File: config.mk
export PLATFORM = sky130hd
export DESIGN_NAME = mips_cpu
export DESIGN_NICKNAME = d
export VERILOG_FILES = /design/src/common/mips_pkg.sv /design/src/cpu/mips_cpu.sv /design/src/cpu/mips_regfile.sv
export SDC_FILE = /design/constraint.sdc
export NUM_CORES = 2
export LEC_CHECK = 0
export ABC_AREA = 1
export BUFFER_PORTS_ARGS = -buffer_cell sky130_fd_sc_hd__clkbuf_2
export CAP_MARGIN = 20
export CORE_UTILIZATION = 42
export DETAILED_ROUTE_END_ITERATION = 8
export PLACE_DENSITY = 0.61
export REMOVE_ABC_BUFFERS = 1
export SYNTH_ARGS = -nofsm -noshare
export SYNTH_HDL_FRONTEND = slang
export SYNTH_SLANG_ARGS = --single-unit
File: constraint.sdc
create_clock -name clk -period 10.85 [get_ports clk]
set_clock_uncertainty 0.05 [all_clocks]
set_input_delay 2.17 -clock clk [delete_from_list [all_inputs] [get_ports clk]]
set_output_delay 2.17 -clock clk [all_outputs]
set_load 0.03 [all_outputs]
File: src/common/mips_pkg.sv
// shared types and constants for the multicycle mips core
package mips_pkg;

    // primary opcode field, bits 31:26
    typedef enum logic [5:0] {
        op_special = 6'b000000,
        op_beq     = 6'b000100,
        op_addiu   = 6'b001001,
        op_lw      = 6'b100011,
        op_sw      = 6'b101011
    } opcode_e;

    // function field of special instructions, bits 5:0
    typedef enum logic [5:0] {
        // sll with zero shift and zero registers is the canonical nop
        fn_sll = 6'b000000,
        fn_jr  = 6'b001000
    } funct_e;

    // one state per cycle of the multicycle sequence
    typedef enum logic [2:0] {
        st_fetch,
        st_decode,
        st_execute,
        st_memory,
        st_writeback,
        // terminal state after a jump to address zero
        st_halted
    } cpu_state_e;

    // data bus request, held stable while the bus stalls
    typedef struct packed {
        // word aligned byte address
        logic [31:0] addr;
        // store data, ignored on reads
        logic [31:0] wdata;
        // high for sw, low for lw
        logic        write;
    } mem_req_t;

    // reset vector, also the base of the instruction rom window
    localparam logic [31:0] boot_addr = 32'hBFC00000;

    // word step between consecutive instructions
    localparam logic [31:0] instr_bytes = 32'd4;

endpackage
File: src/cpu/mips_cpu.sv
`timescale 1ns/1ps

// multicycle mips core: fetch, decode, execute, memory, writeback
module mips_cpu (
    input  logic               clk,
    input  logic               rst_n,
    output logic [31:0]        instr_address,
    input  logic [31:0]        instr_readdata,
    output logic               mem_valid,
    input  logic               mem_ready,
    output mips_pkg::mem_req_t mem_req,
    input  logic [31:0]        mem_rdata,
    output logic               halted,
    output logic [31:0]        register_v0
);

    mips_pkg::cpu_state_e state;
    mips_pkg::cpu_state_e state_next;

    // pc is the instruction in flight, npc the one after it
    // keeping both gives the single branch delay slot
    logic [31:0] pc;
    logic [31:0] npc;

    // payload registers between states
    logic [31:0] ir;
    logic [31:0] a;
    logic [31:0] b;
    logic [31:0] alu_out;
    logic [31:0] mdr;

    // decoded fields
    mips_pkg::opcode_e opcode;
    mips_pkg::funct_e  funct;
    logic [31:0]       imm_sext;
    logic [31:0]       br_offset;
    logic              is_lw;
    logic              is_sw;
    logic              is_beq;
    logic              is_addiu;
    logic              is_jr;
    logic              jump_to_zero;
    mips_pkg::cpu_state_e end_state;

    // register file hookup
    logic [31:0] rs_data;
    logic [31:0] rt_data;
    logic        wr_en;
    logic [31:0] wr_data;

    assign opcode    = mips_pkg::opcode_e'(ir[31:26]);
    assign funct     = mips_pkg::funct_e'(ir[5:0]);
    assign imm_sext  = {{16{ir[15]}}, ir[15:0]};
    assign br_offset = {imm_sext[29:0], 2'b00};

    assign is_lw    = (opcode == mips_pkg::op_lw);
    assign is_sw    = (opcode == mips_pkg::op_sw);
    assign is_beq   = (opcode == mips_pkg::op_beq);
    assign is_addiu = (opcode == mips_pkg::op_addiu);
    // sll 0 and unknown encodings fall through as nop
    assign is_jr    = (opcode == mips_pkg::op_special) && (funct == mips_pkg::fn_jr);

    // address of the next fetch once this instruction retires
    // in execute the pc has not yet taken npc
    assign jump_to_zero = (state == mips_pkg::st_execute) ? (npc == 32'h0) : (pc == 32'h0);
    assign end_state    = jump_to_zero ? mips_pkg::st_halted : mips_pkg::st_fetch;

    always_comb begin
        state_next = state;
        case (state)
            mips_pkg::st_fetch: state_next = mips_pkg::st_decode;
            mips_pkg::st_decode: state_next = mips_pkg::st_execute;
            mips_pkg::st_execute: begin
                if (is_lw || is_sw) begin
                    state_next = mips_pkg::st_memory;
                end else if (is_addiu) begin
                    state_next = mips_pkg::st_writeback;
                end else begin
                    state_next = end_state;
                end
            end
            mips_pkg::st_memory: begin
                // wait here for as long as the bus stalls
                if (mem_ready) begin
                    state_next = is_lw ? mips_pkg::st_writeback : end_state;
                end
            end
            mips_pkg::st_writeback: state_next = end_state;
            mips_pkg::st_halted: state_next = mips_pkg::st_halted;
            default: state_next = mips_pkg::st_fetch;
        endcase
    end

    // control state: fsm and the two program counters
    always_ff @(posedge clk or negedge rst_n) begin
        if (!rst_n) begin
            state <= mips_pkg::st_fetch;
            pc    <= mips_pkg::boot_addr;
            npc   <= mips_pkg::boot_addr + mips_pkg::instr_bytes;
        end else begin
            state <= state_next;
            if (state == mips_pkg::st_execute) begin
                // the delay slot always runs next
                pc <= npc;
                if (is_beq && a == b) begin
                    npc <= npc + br_offset;
                end else if (is_jr) begin
                    npc <= a;
                end else begin
                    npc <= npc + mips_pkg::instr_bytes;
                end
            end
        end
    end

    // datapath payload
    always_ff @(posedge clk) begin
        if (state == mips_pkg::st_fetch) begin
            ir <= instr_readdata;
        end
        if (state == mips_pkg::st_decode) begin
            a <= rs_data;
            b <= rt_data;
        end
        // one adder serves addiu and the lw/sw address
        if (state == mips_pkg::st_execute) begin
            alu_out <= a + imm_sext;
        end
        if (state == mips_pkg::st_memory && mem_ready) begin
            mdr <= mem_rdata;
        end
    end

    assign instr_address = pc;

    // bus request comes from registers, so it is stable across wait cycles
    assign mem_valid     = (state == mips_pkg::st_memory);
    assign mem_req.addr  = {alu_out[31:2], 2'b00};
    assign mem_req.wdata = b;
    assign mem_req.write = is_sw;

    // writeback to rt for lw and addiu
    assign wr_en   = (state == mips_pkg::st_writeback);
    assign wr_data = is_lw ? mdr : alu_out;

    assign halted = (state == mips_pkg::st_halted);

    mips_regfile u_regfile (
        .clk     (clk),
        .rst_n   (rst_n),
        .rs_addr (ir[25:21]),
        .rt_addr (ir[20:16]),
        .rs_data (rs_data),
        .rt_data (rt_data),
        .wr_en   (wr_en),
        .wr_addr (ir[20:16]),
        .wr_data (wr_data),
        .v0      (register_v0)
    );

endmodule

File: src/cpu/mips_regfile.sv
`timescale 1ns/1ps

// 32 x 32 register file, r0 reads as zero
module mips_regfile (
    input  logic        clk,
    input  logic        rst_n,
    input  logic [4:0]  rs_addr,
    input  logic [4:0]  rt_addr,
    output logic [31:0] rs_data,
    output logic [31:0] rt_data,
    input  logic        wr_en,
    input  logic [4:0]  wr_addr,
    input  logic [31:0] wr_data,
    output logic [31:0] v0
);

    // r1 .. r31 only, r0 has no storage
    logic [31:0] regs [1:31];

    always_ff @(posedge clk or negedge rst_n) begin
        if (!rst_n) begin
            for (int k = 1; k < 32; k++) begin
                regs[k] <= 32'h0;
            end
        end else if (wr_en && wr_addr != 5'd0) begin
            regs[wr_addr] <= wr_data;
        end
    end

    // two combinational read ports
    assign rs_data = (rs_addr == 5'd0) ? 32'h0 : regs[rs_addr];
    assign rt_data = (rt_addr == 5'd0) ? 32'h0 : regs[rt_addr];

    // v0 is r2, exported for status
    assign v0 = regs[2];

endmodule

==> results_dict.tcl <==
set metrics [dict create \
    ff2ff_path_depth 11 \
    clk_latency_ps 810 \
    timing.final.crit_share 0.427 \
    finalHoldViolCount 0 \
    ir_drop_mv 0.213 \
    synth_seq_area_share 0.475 \
    slowest_stage "edfxtp_1" \
    multi_input_area_um2 29100 \
    cts_tree "yes" \
    numPlacedInstances 10200 \
    r2r_setup_slack_ps 6280 \
    yosys.area.top_type "dfrtp_1" \
    seq_area_um2 31300 \
    fin_ws_ps 6220 \
    dp_hpwl_um 176000 \
    worst_pin_slew_ps 1210 \
    slew_violations 0 \
    yosys.cell_types.count 56 \
    status "complete, no violations" \
    syn_avg_cell_area_um2 7.77 \
    grt_use_total 0.366 \
    initial_core_util 0.423 \
    drt-total-wl_um 296000 \
    cts_hold_buf 0 \
    postCtsSetupBuffers 0 \
    grt_pass1_vias 59800 \
    hold_depth 2 \
    startpoint_type "register" \
    synthCells 8488 \
    layout.nets 8409 \
    min_from "u_regfile.regs[849]" \
    dp_slack_ps 6010 \
    synthArstFlopShare 0.869 \
    vias 64800 \
    first_pass_iters 7 \
    stdcell_count 10500 \
    postRouteAntennaNets 0 \
    synth_edf_count 160 \
    grt_max_degree 182 \
    die_w_um 398 \
    reg2reg_to "a[14]" \
    syn2layout_area_growth_pct 9.98 \
    fin_util 0.465 \
    path_buf_inv 1 \
    synth_area_leaders "dfrtp_1, nand2_1, o21ai_0" \
    netlist.area_leader.share 0.395 \
    clockBufferDepth 3 \
    syn_area_um2 66000 \
    routedWlPerCell_um 28.3 \
    synthFlopType "dfrtp_1" \
    ios 198 \
    critPathKind "reg -> out" \
    grt_pass1_wl_um 422000 \
    p_leak_uw 0.0314 \
    min_path_type "reg -> reg" \
    dieArea_um2 159000 \
    yosysWarningCount 0 \
    drt-initial-drc-count 9958 \
    setup_viol 0 \
    relSlewSlack 0.192 \
    rows 145 \
    drive_gt1_frac 0.0747 \
    fill_cells 15500 \
    power.density_nw_per_um2 256 \
    required_ps 8630 \
    fp.dieH_um 398 \
    cp-end-kind "primary output" \
    port_buffers 195 \
    holdPathEnd "u_regfile.regs[849]" \
    drc_errors 0 \
    rsz0062_at_grt "false" \
    cts_resized 0 \
    clk_pin_slew_ps 60 \
    gp_congestion 0.958 \
    cts-root-buf "clkbuf_16" \
    antenna_found_initial 22 \
    fmax_mhz 216 \
    cts_sinks 1219 \
    critical_path.cell_chain "nor2_1 > nand3_1 > nor3_1 > clkbuf_2" \
    cp_top_family "simple AND/OR/NAND/NOR gates" \
    core_area_um2 156000 \
    synth-seq-cells 1219 \
    power_uw 18600 \
    min_period_ps 4630 \
    maxCapViolations 0 \
    viasPerCell 6.19 \
    grt-ovfl-total 0 \
    arrival_ps 2410 \
    r2r_start "ir[21]" \
    htreeDepth 4 \
    critPathMaxStageDelay_ps 500 \
    cts-buffers-inserted 140 \
    crit_fanout 3 \
]
kinds of logic after synthesis:
logic type,synth area share
AND/OR/NAND/NOR,0.182
AO/OA/AOI/OAI,0.234
buffers and inverters,0.0879
flip-flops,0.475
XOR/XNOR,0.00890
adder cells (fa/ha/maj),0.0124
other,0.0000569
where the power goes:
group / internal (uW) / switching, uW
registers: 5460 / 1010
logic: 1610 / 5670
clock network: 2750 / 2080
total: 9820 / 8750
tightest hold or removal path, stage by stage (launching register included):
cell     delay, ps
dfrtp_1        340
nand2_1         50
o21ai_0         60
worst max path at each step:
stage	from	to	slack [ps]	cells past startpoint
2_1_floorplan	ir[21]	a[14]	-9130	8
6_report	ir[30]	mem_req[0]	6220	4
4_1_cts	ir[30]	mem_req[0]	6240	4
3_3_place_gp	rst_n	u_regfile.regs[670]	6000	3
5_1_grt	ir[21]	a[15]	6130	12
3_5_place_dp	rst_n	u_regfile.regs[670]	6010	3
placed cells by master (no fill, tap or decap), types with 8 or more instances in the layout:
cell,netlist,layout
a211oi_1,11,11
a21boi_0,10,10
a21oi_1,495,495
a221oi_1,116,116
a22oi_1,312,312
and2_1,8,8
buf_12,0,11
buf_4,65,108
clkbuf_1,384,35
clkbuf_16,0,146
clkbuf_2,3,194
clkbuf_8,0,22
clkinv_1,1,13
clkinv_2,0,26
dfrtp_1,1040,1040
dfstp_2,19,19
diode_2,0,11
edfxtp_1,160,160
ha_1,62,62
inv_1,734,728
inv_2,15,17
nand2_1,2281,2273
nand2_4,1,11
nand3_1,166,166
nand3_4,0,8
nand4_1,36,36
nor2_1,402,396
nor2_4,6,19
nor3_1,64,63
o2111ai_1,22,22
o211ai_1,35,35
o21a_1,59,59
o21ai_0,1481,1481
o21ai_1,8,8
o221ai_1,43,43
o22ai_1,94,94
xnor2_1,28,28
xor2_1,39,39
synth_stat cells, types with 9 or more instances:
cell       count
nand2_1     2281
o21ai_0     1481
dfrtp_1     1040
inv_1        734
a21oi_1      495
nor2_1       402
clkbuf_1     384
a22oi_1      312
buf_2        175
nand3_1      166
edfxtp_1     160
a221oi_1     116
o22ai_1       94
buf_4         65
nor3_1        64
ha_1          62
o21a_1        59
o221ai_1      43
buf_1         42
xor2_1        39
nand4_1       36
o211ai_1      35
xnor2_1       28
o2111ai_1     22
dfstp_2       19
inv_2         15
a211oi_1      11
a21boi_0      10
nor2_2         9
sequential cells by signal (all words and copies together) (netlist names):
signal / cells
u_regfile.regs: 960
npc: 32
mdr: 32
ir: 32
state: 3
instr_address: 32
a: 32
b: 32
u_regfile.v0: 32
alu_out: 32
per-layer routing:
metal	global-route usage	part of all wire	up-vias	routed length, um
met2	0.531	0.42	4627	123000
met4	0.200	0.062	24	18400
met1	0.486	0.39	31200	114000
met5	0	0.00058	-	172
met3	0.112	0.14	950	40000
li1	-	-	28100	-
layout make-up:
class / count / share of cell area
well taps: 2058 / 0.0355
repair buffers: 316 / 0.0286
clock buffers: 203 / 0.0564
multi-input cells: 5850 / 0.401
diodes: 11 / 0.000379
clock inverters: 57 / 0.00730
inverters: 751 / 0.0392
flip-flops and latches: 1219 / 0.432
per-stage QoR:
stage	area [um^2]	TNS, ps	hold WS, ps
after floorplan	63000	-248300	403
after global placement	67800	0	415
after detailed placement	67900	0	423
after CTS	72500	0	438
after global routing	72500	0	460
final	72500	0	438
Note: power is estimated with default switching activity, not from simulation.
